--- config.mk ---
export PLATFORM = sky130hd
export DESIGN_NAME = dbg_bus_module
export DESIGN_NICKNAME = d
export VERILOG_FILES = /design/src/dbg_bus_pkg.sv /design/src/dbg_crc32.sv /design/src/dbg_bus_master.sv /design/src/dbg_datapath.sv /design/src/dbg_ctrl_fsm.sv /design/src/dbg_bus_module.sv
export SDC_FILE = /design/constraint.sdc
export NUM_CORES = 1
export LEC_CHECK = 0
export ABC_CLOCK_PERIOD_IN_PS = 5200
export BUFFER_PORTS_ARGS = -buffer_cell sky130_fd_sc_hd__buf_2
export CAP_MARGIN = 5
export CORE_ASPECT_RATIO = 1.2
export CORE_MARGIN = 3
export CORE_UTILIZATION = 54
export CTS_BUF_LIST = sky130_fd_sc_hd__clkbuf_16
export DETAILED_ROUTE_END_ITERATION = 6
export GPL_TIMING_DRIVEN = 0
export PLACE_DENSITY = 0.79
export SYNTH_ARGS = -nofsm -noshare
export SYNTH_HDL_FRONTEND = slang
export SYNTH_SLANG_ARGS = --single-unit
--- constraint.sdc ---
create_clock -name tck_i -period 5.2 [get_ports tck_i]
set_clock_uncertainty 0.1 [all_clocks]
set_input_delay 0.52 -clock tck_i [delete_from_list [all_inputs] [get_ports tck_i]]
set_output_delay 0.52 -clock tck_i [all_outputs]
set_load 0.02 [all_outputs]
--- src/dbg_bus_pkg.sv ---
package dbg_bus_pkg;

  //////////////////////////////////////////////////////////////////////
  // Widths and encodings
  //////////////////////////////////////////////////////////////////////

  localparam int DR_W      = 53;  // JTAG data register
  localparam int WORD_W    = 32;  // Bus data word
  localparam int ADDR_W    = 32;
  localparam int CNT_W     = 16;  // Words per burst
  localparam int BIT_CNT_W = 6;

  // Burst opcodes, 32-bit words only
  localparam logic [3:0] OP_BWRITE32 = 4'h3;
  localparam logic [3:0] OP_BREAD32  = 4'h7;

  localparam logic [WORD_W-1:0] CRC32_POLY = 32'hEDB8_8320;  // Reflected 802.3 polynomial
  localparam logic [WORD_W-1:0] CRC_INIT   = '1;

  // One bus request, 65 bits
  typedef struct packed {
    logic [ADDR_W-1:0] addr;
    logic [WORD_W-1:0] wdata;
    logic              we;     // 1 write, 0 read
  } bus_req_t;

  typedef enum logic [3:0] {
    IDLE, RBEGIN, RREADY, RSTATUS, RBURST, RCRC,
    WREADY, WWAIT, WBURST, WCRC, WMATCH
  } dbg_state_e;

  // Per-cycle commands from the burst FSM
  typedef struct packed {
    logic       addr_ld;     // Load address and opcode from the command
    logic       addr_inc;    // Step address by one word
    logic       cnt_ld;
    logic       cnt_dec;
    logic       bit_rst;
    logic       bit_en;
    logic       out_ld;      // Parallel load of read word
    logic       out_shift;
    logic       crc_clr;     // Also clears the bus overrun flag
    logic       crc_en;
    logic       crc_in_tdi;  // CRC input from TDI, else from output register
    logic       crc_shift;
    logic       strobe;      // Start one bus access
    logic [1:0] tdo_sel;     // 0 status, 1 data, 2 match, 3 CRC
  } ctrl_t;

  // Data register layout, MSB first
  typedef struct packed {
    logic              top;    // 0 for a module command
    logic [3:0]        op;
    logic [ADDR_W-1:0] addr;
    logic [CNT_W-1:0]  count;
  } cmd_t;

endpackage

--- src/dbg_crc32.sv ---
`timescale 1ns/1ps

module dbg_crc32 import dbg_bus_pkg::*; #(
  parameter logic [WORD_W-1:0] CRC_POLY = CRC32_POLY
) (
  input  logic              tck_i,
  input  logic              rst_i,
  input  logic              clr_i,    // Start of burst
  input  logic              en_i,     // Hash one bit
  input  logic              shift_i,  // Send result out
  input  logic              data_i,
  input  logic [WORD_W-1:0] cmp_i,
  output logic              match_o,
  output logic              serial_o
);

  logic [WORD_W-1:0] crc_q;
  logic              fb;

  assign fb = crc_q[0] ^ data_i;

  always_ff @(posedge tck_i or posedge rst_i) begin
    if (rst_i) begin
      crc_q <= CRC_INIT;
    end else if (clr_i) begin
      crc_q <= CRC_INIT;
    end else if (en_i) begin
      crc_q <= {1'b0, crc_q[WORD_W-1:1]} ^ (fb ? CRC_POLY : '0);  // LSB-first update
    end else if (shift_i) begin
      crc_q <= {1'b0, crc_q[WORD_W-1:1]};
    end
  end

  assign match_o  = (crc_q == cmp_i);  // No final inversion
  assign serial_o = crc_q[0];

endmodule

--- src/dbg_bus_master.sv ---
`timescale 1ns/1ps

module dbg_bus_master import dbg_bus_pkg::*; (
  input  logic              tck_i,
  input  logic              rst_i,
  input  logic              strobe_i,
  input  logic              crc_clr_i,
  input  logic [ADDR_W-1:0] addr_i,
  input  logic [WORD_W-1:0] wdata_i,
  input  logic              rd_op_i,
  input  logic              bus_req_ready_i,
  input  logic              bus_resp_valid_i,
  input  logic [WORD_W-1:0] bus_rdata_i,
  output bus_req_t          bus_req_o,
  output logic              bus_req_valid_o,
  output logic              ready_o,
  output logic [WORD_W-1:0] rdata_o,
  output logic              overrun_o
);

  bus_req_t          req_q;
  logic              valid_q;
  logic              ready_q;    // No access in flight
  logic              overrun_q;  // Sticky for the burst
  logic [WORD_W-1:0] rdata_q;

  // Request payload, only written when idle
  always_ff @(posedge tck_i) begin
    if (strobe_i && ready_q) begin
      req_q <= '{addr: addr_i, wdata: wdata_i, we: ~rd_op_i};
    end
  end

  always_ff @(posedge tck_i) begin
    if (bus_resp_valid_i && !ready_q) rdata_q <= bus_rdata_i;
  end

  //////////////////////////////////////////////////////////////////////
  // Handshake control
  //////////////////////////////////////////////////////////////////////

  always_ff @(posedge tck_i or posedge rst_i) begin
    if (rst_i) begin
      valid_q   <= 1'b0;
      ready_q   <= 1'b1;
      overrun_q <= 1'b0;
    end else begin
      if (crc_clr_i) overrun_q <= 1'b0;
      if (strobe_i && ready_q) begin
        valid_q <= 1'b1;
        ready_q <= 1'b0;
      end else if (strobe_i) begin
        overrun_q <= 1'b1;  // Previous access still busy, word dropped
      end
      if (valid_q && bus_req_ready_i) valid_q <= 1'b0;  // Transfer done
      if (bus_resp_valid_i && !ready_q) ready_q <= 1'b1;
    end
  end

  assign bus_req_o       = req_q;
  assign bus_req_valid_o = valid_q;
  assign ready_o         = ready_q;
  assign rdata_o         = rdata_q;
  assign overrun_o       = overrun_q;

endmodule

--- src/dbg_datapath.sv ---
`timescale 1ns/1ps

module dbg_datapath import dbg_bus_pkg::*; (
  input  logic              tck_i,
  input  logic              rst_i,
  input  logic              tdi_i,
  input  logic              shift_dr_i,
  input  logic              module_select_i,
  input  ctrl_t             ctrl_i,
  input  logic              biu_ready_i,
  input  logic              crc_match_i,
  input  logic              crc_serial_i,
  input  logic              overrun_i,
  input  logic [WORD_W-1:0] rdata_i,
  output cmd_t              cmd_o,
  output logic              cnt_zero_o,
  output logic              cnt_one_o,
  output logic              bit_max_o,
  output logic [ADDR_W-1:0] addr_o,
  output logic [WORD_W-1:0] wdata_o,
  output logic              rd_op_o,
  output logic              out_bit_o,
  output logic              tdo_o
);

  cmd_t                 dr_q;    // Shift register, TDI enters at MSB
  logic [3:0]           op_q;
  logic [ADDR_W-1:0]    addr_q;
  logic [CNT_W-1:0]     cnt_q;   // Words left
  logic [BIT_CNT_W-1:0] bit_q;
  logic [WORD_W-1:0]    out_q;   // Read word, LSB first

  //////////////////////////////////////////////////////////////////////
  // Data register and command fields
  //////////////////////////////////////////////////////////////////////

  always_ff @(posedge tck_i or posedge rst_i) begin
    if (rst_i) begin
      dr_q <= '0;
    end else if (module_select_i && shift_dr_i) begin
      dr_q <= cmd_t'({tdi_i, dr_q[DR_W-1:1]});
    end
  end

  always_ff @(posedge tck_i or posedge rst_i) begin
    if (rst_i) begin
      addr_q <= '0;
      op_q   <= '0;
    end else if (ctrl_i.addr_ld) begin
      addr_q <= dr_q.addr;
      op_q   <= dr_q.op;
    end else if (ctrl_i.addr_inc) begin
      addr_q <= addr_q + ADDR_W'(4);  // One 32-bit word
    end
  end

  always_ff @(posedge tck_i or posedge rst_i) begin
    if (rst_i) begin
      cnt_q <= '0;
    end else if (ctrl_i.cnt_ld) begin
      cnt_q <= dr_q.count;
    end else if (ctrl_i.cnt_dec) begin
      cnt_q <= cnt_q - CNT_W'(1);
    end
  end

  always_ff @(posedge tck_i or posedge rst_i) begin
    if (rst_i) begin
      bit_q <= '0;
    end else if (ctrl_i.bit_rst) begin
      bit_q <= '0;
    end else if (ctrl_i.bit_en) begin
      bit_q <= bit_q + BIT_CNT_W'(1);
    end
  end

  always_ff @(posedge tck_i or posedge rst_i) begin
    if (rst_i) begin
      out_q <= '0;  // Keeps TDO low out of reset
    end else if (ctrl_i.out_ld) begin
      out_q <= rdata_i;
    end else if (ctrl_i.out_shift) begin
      out_q <= {1'b0, out_q[WORD_W-1:1]};
    end
  end

  assign cmd_o      = dr_q;
  assign cnt_zero_o = (cnt_q == '0);
  assign cnt_one_o  = (cnt_q == CNT_W'(1));
  assign bit_max_o  = (bit_q == BIT_CNT_W'(WORD_W-1));
  assign addr_o     = addr_q;
  assign rd_op_o    = (op_q == OP_BREAD32);
  assign out_bit_o  = out_q[0];

  // Word is complete with the bit now on TDI
  assign wdata_o = {tdi_i, dr_q[DR_W-1 -: WORD_W-1]};

  // TDO select
  always_comb begin
    case (ctrl_i.tdo_sel)
      2'd0:    tdo_o = biu_ready_i;
      2'd1:    tdo_o = out_q[0];
      2'd2:    tdo_o = crc_match_i & ~overrun_i;  // Lost write fails the burst
      default: tdo_o = crc_serial_i;
    endcase
  end

endmodule

--- src/dbg_ctrl_fsm.sv ---
`timescale 1ns/1ps

module dbg_ctrl_fsm import dbg_bus_pkg::*; (
  input  logic  tck_i,
  input  logic  rst_i,
  input  logic  capture_dr_i,
  input  logic  shift_dr_i,
  input  logic  update_dr_i,
  input  logic  module_select_i,
  input  logic  tdi_i,
  input  cmd_t  cmd_i,
  input  logic  cnt_zero_i,
  input  logic  cnt_one_i,
  input  logic  bit_max_i,
  input  logic  biu_ready_i,
  output ctrl_t ctrl_o,
  output logic  top_inhibit_o
);

  dbg_state_e state_q;
  dbg_state_e state_d;
  logic       cmd_ok;    // Valid burst command in the data register
  logic       shifting;  // DR scan active on this module

  assign shifting = module_select_i & shift_dr_i;
  assign cmd_ok   = module_select_i & update_dr_i & ~cmd_i.top &
                    ((cmd_i.op == OP_BREAD32) | (cmd_i.op == OP_BWRITE32));

  // Upper module stays off TDO for the whole data phase
  assign top_inhibit_o = state_q inside {RSTATUS, RBURST, RCRC, WWAIT, WBURST, WCRC, WMATCH};

  always_ff @(posedge tck_i or posedge rst_i) begin
    if (rst_i) begin
      state_q <= IDLE;
    end else begin
      state_q <= state_d;
    end
  end

  //////////////////////////////////////////////////////////////////////
  // Next state and datapath commands
  //////////////////////////////////////////////////////////////////////

  always_comb begin
    state_d        = state_q;
    ctrl_o         = '0;
    ctrl_o.tdo_sel = 2'd1;  // Output register by default
    case (state_q)
      IDLE: begin
        if (cmd_ok) begin  // Latch address, count, opcode
          ctrl_o.addr_ld = 1'b1;
          ctrl_o.cnt_ld  = 1'b1;
          ctrl_o.bit_rst = 1'b1;
          ctrl_o.crc_clr = 1'b1;
          state_d = (cmd_i.op == OP_BREAD32) ? RBEGIN : WREADY;
        end
      end
      RBEGIN: begin
        if (cnt_zero_i) begin
          state_d = IDLE;  // Empty burst, nothing to fetch
        end else begin
          ctrl_o.strobe   = 1'b1;  // Fetch first word early
          ctrl_o.addr_inc = 1'b1;
          state_d = RREADY;
        end
      end
      RREADY: begin
        if (module_select_i && capture_dr_i) state_d = RSTATUS;
      end
      RSTATUS: begin
        ctrl_o.tdo_sel = 2'd0;  // Host polls for a 1
        if (shifting && biu_ready_i) begin
          ctrl_o.out_ld  = 1'b1;
          ctrl_o.cnt_dec = 1'b1;
          ctrl_o.bit_rst = 1'b1;
          if (!cnt_one_i) begin  // Prefetch next word
            ctrl_o.strobe   = 1'b1;
            ctrl_o.addr_inc = 1'b1;
          end
          state_d = RBURST;
        end
      end
      RBURST: begin
        if (shifting) begin
          ctrl_o.out_shift = 1'b1;
          ctrl_o.bit_en    = 1'b1;
          ctrl_o.crc_en    = 1'b1;  // Hash the bit now on TDO
          if (bit_max_i) begin
            if (cnt_zero_i) begin
              state_d = RCRC;
            end else begin
              ctrl_o.out_ld  = 1'b1;  // Prefetched word takes over
              ctrl_o.cnt_dec = 1'b1;
              ctrl_o.bit_rst = 1'b1;
              if (!cnt_one_i) begin
                ctrl_o.strobe   = 1'b1;
                ctrl_o.addr_inc = 1'b1;
              end
            end
          end
        end
      end
      RCRC: begin
        ctrl_o.tdo_sel   = 2'd3;
        ctrl_o.crc_shift = shifting;  // Runs until update
      end
      WREADY: begin
        if (cnt_zero_i) begin
          state_d = IDLE;
        end else if (module_select_i && capture_dr_i) begin
          state_d = WWAIT;
        end
      end
      WWAIT: begin
        if (shifting && tdi_i) begin  // Start bit
          ctrl_o.bit_rst = 1'b1;
          state_d = WBURST;
        end
      end
      WBURST: begin
        if (shifting) begin
          ctrl_o.bit_en     = 1'b1;
          ctrl_o.crc_en     = 1'b1;
          ctrl_o.crc_in_tdi = 1'b1;
          if (bit_max_i) begin  // Word complete with TDI
            ctrl_o.strobe   = 1'b1;
            ctrl_o.addr_inc = 1'b1;
            ctrl_o.cnt_dec  = 1'b1;
            ctrl_o.bit_rst  = 1'b1;
            if (cnt_one_i) state_d = WCRC;
          end
        end
      end
      WCRC: begin
        ctrl_o.bit_en = shifting;  // Host CRC enters the data register
        if (shifting && bit_max_i) state_d = WMATCH;
      end
      WMATCH: begin
        ctrl_o.tdo_sel = 2'd2;
      end
      default: state_d = IDLE;
    endcase
    // Early termination from any burst state
    if (state_q != IDLE && update_dr_i) state_d = IDLE;
  end

endmodule

--- src/dbg_bus_module.sv ---
`timescale 1ns/1ps

module dbg_bus_module import dbg_bus_pkg::*; (
  input  logic              tck_i,
  input  logic              rst_i,
  input  logic              tdi_i,
  input  logic              capture_dr_i,
  input  logic              shift_dr_i,
  input  logic              update_dr_i,
  input  logic              module_select_i,
  output logic              tdo_o,
  output logic              top_inhibit_o,
  // Bus request channel
  output bus_req_t          bus_req_o,
  output logic              bus_req_valid_o,
  input  logic              bus_req_ready_i,
  // Bus response channel, no back-pressure
  input  logic              bus_resp_valid_i,
  input  logic [WORD_W-1:0] bus_rdata_i
);

  ctrl_t             ctrl;        // FSM commands
  cmd_t              cmd;         // Live data register
  logic              cnt_zero;
  logic              cnt_one;
  logic              bit_max;
  logic              biu_ready;   // Bus master idle, read data valid
  logic              overrun;     // Write arrived before previous response
  logic [WORD_W-1:0] rdata;
  logic [WORD_W-1:0] wdata;
  logic [ADDR_W-1:0] addr;
  logic              rd_op;
  logic              out_bit;     // Output register LSB
  logic              crc_din;
  logic              crc_match;
  logic              crc_serial;

  assign crc_din = ctrl.crc_in_tdi ? tdi_i : out_bit;  // Writes hash TDI, reads hash TDO data

  dbg_ctrl_fsm i_dbg_ctrl_fsm (
    .tck_i           (tck_i),
    .rst_i           (rst_i),
    .capture_dr_i    (capture_dr_i),
    .shift_dr_i      (shift_dr_i),
    .update_dr_i     (update_dr_i),
    .module_select_i (module_select_i),
    .tdi_i           (tdi_i),
    .cmd_i           (cmd),
    .cnt_zero_i      (cnt_zero),
    .cnt_one_i       (cnt_one),
    .bit_max_i       (bit_max),
    .biu_ready_i     (biu_ready),
    .ctrl_o          (ctrl),
    .top_inhibit_o   (top_inhibit_o)
  );

  dbg_datapath i_dbg_datapath (
    .tck_i           (tck_i),
    .rst_i           (rst_i),
    .tdi_i           (tdi_i),
    .shift_dr_i      (shift_dr_i),
    .module_select_i (module_select_i),
    .ctrl_i          (ctrl),
    .biu_ready_i     (biu_ready),
    .crc_match_i     (crc_match),
    .crc_serial_i    (crc_serial),
    .overrun_i       (overrun),
    .rdata_i         (rdata),
    .cmd_o           (cmd),
    .cnt_zero_o      (cnt_zero),
    .cnt_one_o       (cnt_one),
    .bit_max_o       (bit_max),
    .addr_o          (addr),
    .wdata_o         (wdata),
    .rd_op_o         (rd_op),
    .out_bit_o       (out_bit),
    .tdo_o           (tdo_o)
  );

  dbg_crc32 #(
    .CRC_POLY (CRC32_POLY)
  ) i_dbg_crc32 (
    .tck_i    (tck_i),
    .rst_i    (rst_i),
    .clr_i    (ctrl.crc_clr),
    .en_i     (ctrl.crc_en),
    .shift_i  (ctrl.crc_shift),
    .data_i   (crc_din),
    .cmp_i    (cmd[DR_W-1 -: WORD_W]),  // Last 32 bits shifted in
    .match_o  (crc_match),
    .serial_o (crc_serial)
  );

  dbg_bus_master i_dbg_bus_master (
    .tck_i            (tck_i),
    .rst_i            (rst_i),
    .strobe_i         (ctrl.strobe),
    .crc_clr_i        (ctrl.crc_clr),
    .addr_i           (addr),
    .wdata_i          (wdata),
    .rd_op_i          (rd_op),
    .bus_req_ready_i  (bus_req_ready_i),
    .bus_resp_valid_i (bus_resp_valid_i),
    .bus_rdata_i      (bus_rdata_i),
    .bus_req_o        (bus_req_o),
    .bus_req_valid_o  (bus_req_valid_o),
    .ready_o          (biu_ready),
    .rdata_o          (rdata),
    .overrun_o        (overrun)
  );

endmodule

==> impl_metrics.ini, run 1 <==
[outcome]
outcome = completed

[timing]
fin_ws_ns = 1.53
fmaxAchievable_mhz = 273
tns_ns = 0
rsz0062_at_grt = false
maxSlewViolCount = 0
period_needed_ns = 3.67
worst_pin_slew_ns = 0.974
hold_ws_ns = 0.0445
hold_violations = 0
slew-limit-headroom = 0.348
min_period_over_period = 0.705
finalSetupViolCount = 0

[floorplanning]
coreArea_um2 = 21800
row_count = 59
fp.dieW_um = 142
die_h_um = 170
io_pins = 109
die_area_um2 = 24100
initial_core_util = 0.553

[worst_setup_path]
crit_path_end_kind = flip-flop
cp_cell_sequence = clkbuf_2, nor4_1, nand4_1, nand4_1, nand3_1, buf_2, and2_2, buf_12
path_class = flip-flop to flip-flop
slowest_delay_ns = 0.63
crit_top_cell = nand4_1
critPathLaunchType = flip-flop
cp.arrival_ns = 3.84
path_max_fanout = 34
worstPathRequired_ns = 5.37
slowest_stage = nor4_1
reg2reg_slack_ns = 1.53

[clocking]
cts_root_buffer = clkbuf_16
clk_pin_slew_ns = 0.07
clock_latency_ns = 0.54
cts_resized = 0
clk_path_buf_depth = 3
cts_tree = yes
cts_htree_levels = 1
cts_sinks = 279
numCtsBuffers = 27

[synth]
syn_nets = 1038
synthCells = 993
yosys_most_used_dff = dfrtp_1
ys_top_cells_by_area = dfrtp_1 (31%), edfxtp_1 (24%), dfstp_2 (7.2%), mux2_2 (4.6%), xor2_1 (2.8%)
synth_edf_count = 97
ys_warn_count = 0
synth_top_area_frac = 0.310
synthesis.area_um2 = 12000
synth_seq_cells = 279
synth-async-reset-ratio = 0.652
synth_area_per_cell_um2 = 12.1
synth.largest_area_cell = dfrtp_1
ys_seq_area_frac = 0.623
ys_types = 68

[placed_design]
place_congestion = 0.893
portBuffers = 107
hpwl_um = 18800
place_ws_ns = 1.41

[routing]
dr.pass1.iters = 5
wl_per_cell_um = 18.5
dr.first_iter.drc_count = 623
viasPerCell = 5.87
drc = 0
ant_nets = 0
via_count = 8402
drt_wl_total_um = 26500

[finish]
fin_util = 0.641
area_delta_synth_final_pct = 15.9
fillerInstances = 1645
antenna_cells = 0
nets = 1181
drive_gt1_frac = 0.227

[grt]
antenna_found_initial = 0
grt_pass1_wl_um = 42700
gr-total-overflow = 0
grt_max_degree = 44
grt_pass1_vias = 8039
grt.total_usage = 0.220

[power_and_ir_drop]
totalPowerFinal_mw = 7.25
leakage_nw = 5.95
p_per_area_nw_per_um2 = 519
vdd_drop_max_uv = 330

[worst_hold_path]
hold_class = primary input to flip-flop

[flow_run]
maxCapViolations = 0
==> per-stage QoR <==
stage,std cells,instance area [µm²]
after floorplan,993,12000
after global placement,1374,12900
after detailed placement,1380,13100
after CTS,1431,14000
after global routing,1431,14000
final,1431,14000
==> cell usage after synthesis, drive strengths merged (3+ instances only) <==
cell type,instances
a221o,3
or4,4
a21oi,66
and3,6
o311ai,5
o21ai,64
o22ai,3
mux2,49
clkbuf,42
dfrtp,149
mux2i,34
nand2,86
xnor2,21
o22a,31
and2,11
nor3,18
and4,7
nand4,20
o211ai,8
xor2,39
nand3,20
ha,4
a22oi,4
nor3b,5
inv,13
buf,12
nand2b,6
dfstp,33
a2111oi,3
nor2,74
o31ai,3
edfxtp,97
nor4,11
nor2b,4
a31oi,8
==> final timing paths <==
path                                               start                        endpoint  cells past startpoint
worst max-delay path             i_dbg_datapath.cnt_q[6]  i_dbg_bus_master.bus_req_o[52]                      8
worst min-delay path                      bus_rdata_i[0]     i_dbg_bus_master.rdata_o[0]                      1
worst max register to register   i_dbg_datapath.cnt_q[6]  i_dbg_bus_master.bus_req_o[52]                      8
worst min register to register  i_dbg_datapath.addr_o[0]  i_dbg_bus_master.bus_req_o[33]                      0
max in group asynchronous                          rst_i            i_dbg_crc32.crc_q[0]                      6
min in group asynchronous                          rst_i         i_dbg_datapath.out_q[2]                      3
==> area by class of cell <==
class | instances | area [µm²] | share of cell area
inverter | 13 | 52.6 | 0.00377
sequential | 279 | 7510 | 0.538
tap | 274 | 343 | 0.0246
multi-input combinational | 647 | 4270 | 0.306
clock inverter | 22 | 191 | 0.0137
clock buffer | 28 | 701 | 0.0502
timing repair buffer | 114 | 666 | 0.0477
buffer | 54 | 228 | 0.0163
==> worst max-delay path: cells and delay by family, from the launching register on <==
kind                   cells  cell delay (ns)
and+or+nand+nor            5             2.15
buffers and inverters      3             0.76
DFF                        1             0.37
==> flip-flops by register name, indices dropped and copies added (netlist names) <==
signal                            flops
i_dbg_datapath.bit_q                  6
i_dbg_datapath.op_q                   4
i_dbg_datapath.out_q                 32
i_dbg_bus_master.bus_req_o           65
i_dbg_datapath.addr_o                32
i_dbg_bus_master.rdata_o             32
i_dbg_datapath.cnt_q                 16
i_dbg_bus_master.ready_o              1
i_dbg_ctrl_fsm.state_q                4
i_dbg_crc32.crc_q                    32
i_dbg_datapath.cmd_o                 53
i_dbg_bus_master.bus_req_valid_o      1
i_dbg_bus_master.overrun_o            1
==> routing by layer <==
metal	part of all wire	GRT usage	wire [µm]
met1	0.42	0.290	11100
met2	0.49	0.372	13100
met3	0.056	0.0352	1480
met4	0.032	0.0773	848
met5	0	0	0
==> where the power goes <==
part	leakage [nW]	switching (mW)	total (mW)	internal, mW
Combinational	2.28	1.04	1.82	0.782
Clock	0.455	0.827	1.96	1.13
Sequential	3.22	0.510	3.47	2.96
==> cell usage in the layout, fill, tap and decap left out, types with 11 or more instances in the layout <==
| master | instances |
|---|---|
| o22a_1 | 31 |
| nand3_1 | 20 |
| nor3_1 | 17 |
| nand2_1 | 86 |
| nor4_1 | 11 |
| clkbuf_1 | 41 |
| dfrtp_1 | 149 |
| nand4_1 | 20 |
| inv_1 | 16 |
| dfstp_2 | 33 |
| mux2_2 | 49 |
| mux2i_1 | 34 |
| clkbuf_16 | 28 |
| nor2_1 | 74 |
| xor2_1 | 39 |
| edfxtp_1 | 97 |
| a21oi_1 | 66 |
| o21ai_0 | 62 |
| buf_2 | 117 |
| xnor2_1 | 21 |
==> cells by family after synthesis <==
group,share of synthesized area
AND/OR/NAND/NOR,0.115
flip-flops,0.623
AO/OA/AOI/OAI,0.117
multiplexers,0.0741
buffers and inverters,0.0230
XOR/XNOR,0.0436
adder cells (fa/ha/maj),0.00416
==> what timing repair did <==
action                                  in CTS  in global routing
endpoints found under the hold margin       12                  0
buffers inserted                             0                  0
endpoints found under the setup margin       0                  0
hold buffers                                 1                  0
No activity file was read; power rests on OpenSTA's default activity.
==> run 2, diff against run 1 <==
--- a/config.mk
+++ b/config.mk
@@ -5,7 +5,7 @@
 export SDC_FILE = /design/constraint.sdc
 export NUM_CORES = 1
 export LEC_CHECK = 0
-export ABC_CLOCK_PERIOD_IN_PS = 5200
+export ABC_CLOCK_PERIOD_IN_PS = 3200
 export BUFFER_PORTS_ARGS = -buffer_cell sky130_fd_sc_hd__buf_2
 export CAP_MARGIN = 5
 export CORE_ASPECT_RATIO = 1.2
==> constraint.sdc (replaced) <==
create_clock -name tck_i -period 3.2 [get_ports tck_i]
set_clock_uncertainty 0.1 [all_clocks]
set_input_delay 0.32 -clock tck_i [delete_from_list [all_inputs] [get_ports tck_i]]
set_output_delay 0.32 -clock tck_i [all_outputs]
set_load 0.02 [all_outputs]
==> run 2 against run 1 <==
  * Flip-flop and latch count did not move
  * Sequential share of layout area down 1.4 points
  * First-iteration DRC count decreased by 6.4%
  * Via count rose by 3.0%
  * Cell count up 2.3%
  * Sequential power rose by 63%
  * Total power grew 63%
  * Final area grew 2.6%
  * Hold slack improved by 0.11 ns
  * Critical path type is now flip-flop to primary output
  * Critical endpoint is now tdo_o
==> impl_metrics.ini, run 2 (same netlist as run 1, synthesis figures left out) <==
[finish]
finalInstanceArea_um2 = 14300
mostFrequentLayoutCell = dfrtp_1
drive_gt1_frac = 0.229
antenna_cells = 0
fin_cells = 1464
nets = 1215
fillerInstances = 1592
layout_common_cells = dfrtp_1 (149), buf_2 (116), edfxtp_1 (97)
largest_reg_flops = 65
area_delta_synth_final_pct = 18.9

[floorplanning]
coreArea_um2 = 21800
row_count = 59
initial_core_util = 0.553
die_area_um2 = 24100
io_pins = 109
die_h_um = 170
fp.dieW_um = 142

[clocking]
clock_latency_ns = 0.53
cts_htree_levels = 1
cts_root_buffer = clkbuf_16
cts_sinks = 279
clk_pin_slew_ns = 0.06
numCtsBuffers = 26
clk_path_buf_depth = 3
cts_tree = yes

[worst_setup_path]
critPathLaunchType = flip-flop
reg2reg_slack_ns = 0.11
r2r_cells = 8
worstPathRequired_ns = 2.78
path_max_fanout = 10
crit_path_end_kind = primary output
cp.arrival_ns = 2.69
path_class = flip-flop to primary output

[routing]
via_count = 8650
dr.pass1.iters = 6
drc = 0
drt_wl_total_um = 27800
dr.first_iter.drc_count = 583
viasPerCell = 5.91
ant_nets = 0
wl_per_cell_um = 19.0

[timing]
hold_violations = 0
maxSlewViolCount = 0
fin_ws_ns = 0.0888
min_period_over_period = 0.972
finalSetupViolCount = 0
period_needed_ns = 3.11
worst_pin_slew_ns = 0.921
slew-limit-headroom = 0.385
tns_ns = 0
rsz0062_at_grt = true
fmaxAchievable_mhz = 321

[power_and_ir_drop]
pwr-share-comb = 0.259
pwr-share-clk = 0.261
switching_power_mw = 3.87
pwr-share-seq = 0.480
p_per_area_nw_per_um2 = 823
p_int_mw = 7.92
leakage_nw = 6.11
vdd_drop_max_uv = 546
p_sw_frac = 0.328

[placed_design]
hpwl_um = 18900
dpl.cell_count = 1379
place_congestion = 0.903
portBuffers = 107
postPlaceCellArea_um2 = 13000
place_ws_ns = -0.449

[grt]
grt.total_usage = 0.230
grt_max_degree = 44
gr-total-overflow = 0
antenna_found_initial = 0
grt_pass1_vias = 8638
grt_pass1_wl_um = 44500

[worst_hold_path]
hold_class = primary input to flip-flop
min_delay_path_depth = 2

[flow_run]
maxCapViolations = 0

[outcome]
outcome = completed
==> run 2: changes by cell type in the layout (fill, tap and decap cells not counted), sizes merged <==
cell         delta
clkinvlp        +1
buf             -1
dlygate4sd3    +34
and2            +1
inv             +1
clkinv          -3
==> run 2: per-layer routing <==
layer / routed length [µm] / GRT usage / up-vias
li1: - / - / 4009
met2: 14000 / 0.397 / 337
met3: 1530 / 0.0321 / 88
met1: 11200 / 0.292 / 4216
met4: 1170 / 0.0976 / 0
met5: 0 / 0 / -
==> run 2: worst max-delay path, stage by stage (launching register included) <==
cell      delay, ns
dfrtp_1        0.52
clkbuf_1       0.43
nor2_1         0.18
a32o_1         0.30
nand2_1        0.07
o211ai_1       0.12
a21oi_1        0.20
a31oi_1        0.11
buf_2          0.22
==> run 2: metrics by stage <==
step | utilization | total power [mW] | hold slack, ns
after global placement | 0.594 | 8.49 | 0.336
final | 0.658 | 11.8 | 0.151
after CTS | 0.655 | 11.8 | 0.132
after global routing | 0.658 | 12.4 | 0.170
after floorplan | - | 7.66 | 0.319
after detailed placement | 0.599 | 8.62 | 0.352
==> run 2: final cells by class <==
class	instances	area (µm²)	area share
plain buffers	54	238	0.0166
clock buffers	27	676	0.0472
clock inverters	21	189	0.0132
inverters	13	56.3	0.00393
multi-input cells	648	4320	0.302
flip-flops and latches	279	7510	0.524
well taps	274	343	0.0239
repair buffers	148	993	0.0694
==> run 2: what timing repair did <==
item | CTS | global route
endpoints found under the hold margin | 56 | 0
gates cloned | 1 | 0
setup endpoints to repair | 77 | 103
hold buffers | 35 | 0
gates resized for setup | 3 | 18
setup buffers | 0 | 1
pin swaps | 0 | 1
==> run 2: worst paths after layout <==
| check | from | endpoint |
|---|---|---|
| min in group asynchronous | rst_i | i_dbg_datapath.cmd_o[42] |
| max in group asynchronous | rst_i | i_dbg_crc32.crc_q[0] |
| setup reg to reg | i_dbg_ctrl_fsm.state_q[0] | i_dbg_bus_master.bus_req_o[18] |
| hold reg to reg | i_dbg_datapath.addr_o[0] | i_dbg_bus_master.bus_req_o[33] |
| hold / removal | update_dr_i | i_dbg_ctrl_fsm.state_q[3] |
| setup / recovery | i_dbg_ctrl_fsm.state_q[2] | tdo_o |
==> run 2: power by group through the flow <==
stage / combinational (mW) / clock [mW] / sequential (mW)
floorplan: 2.14 / 0 / 5.52
global placement: 2.82 / 0 / 5.67
detailed placement: 2.93 / 0 / 5.70
CTS: 3.00 / 3.12 / 5.64
global route: 3.35 / 3.29 / 5.78
finish: 3.05 / 3.08 / 5.66
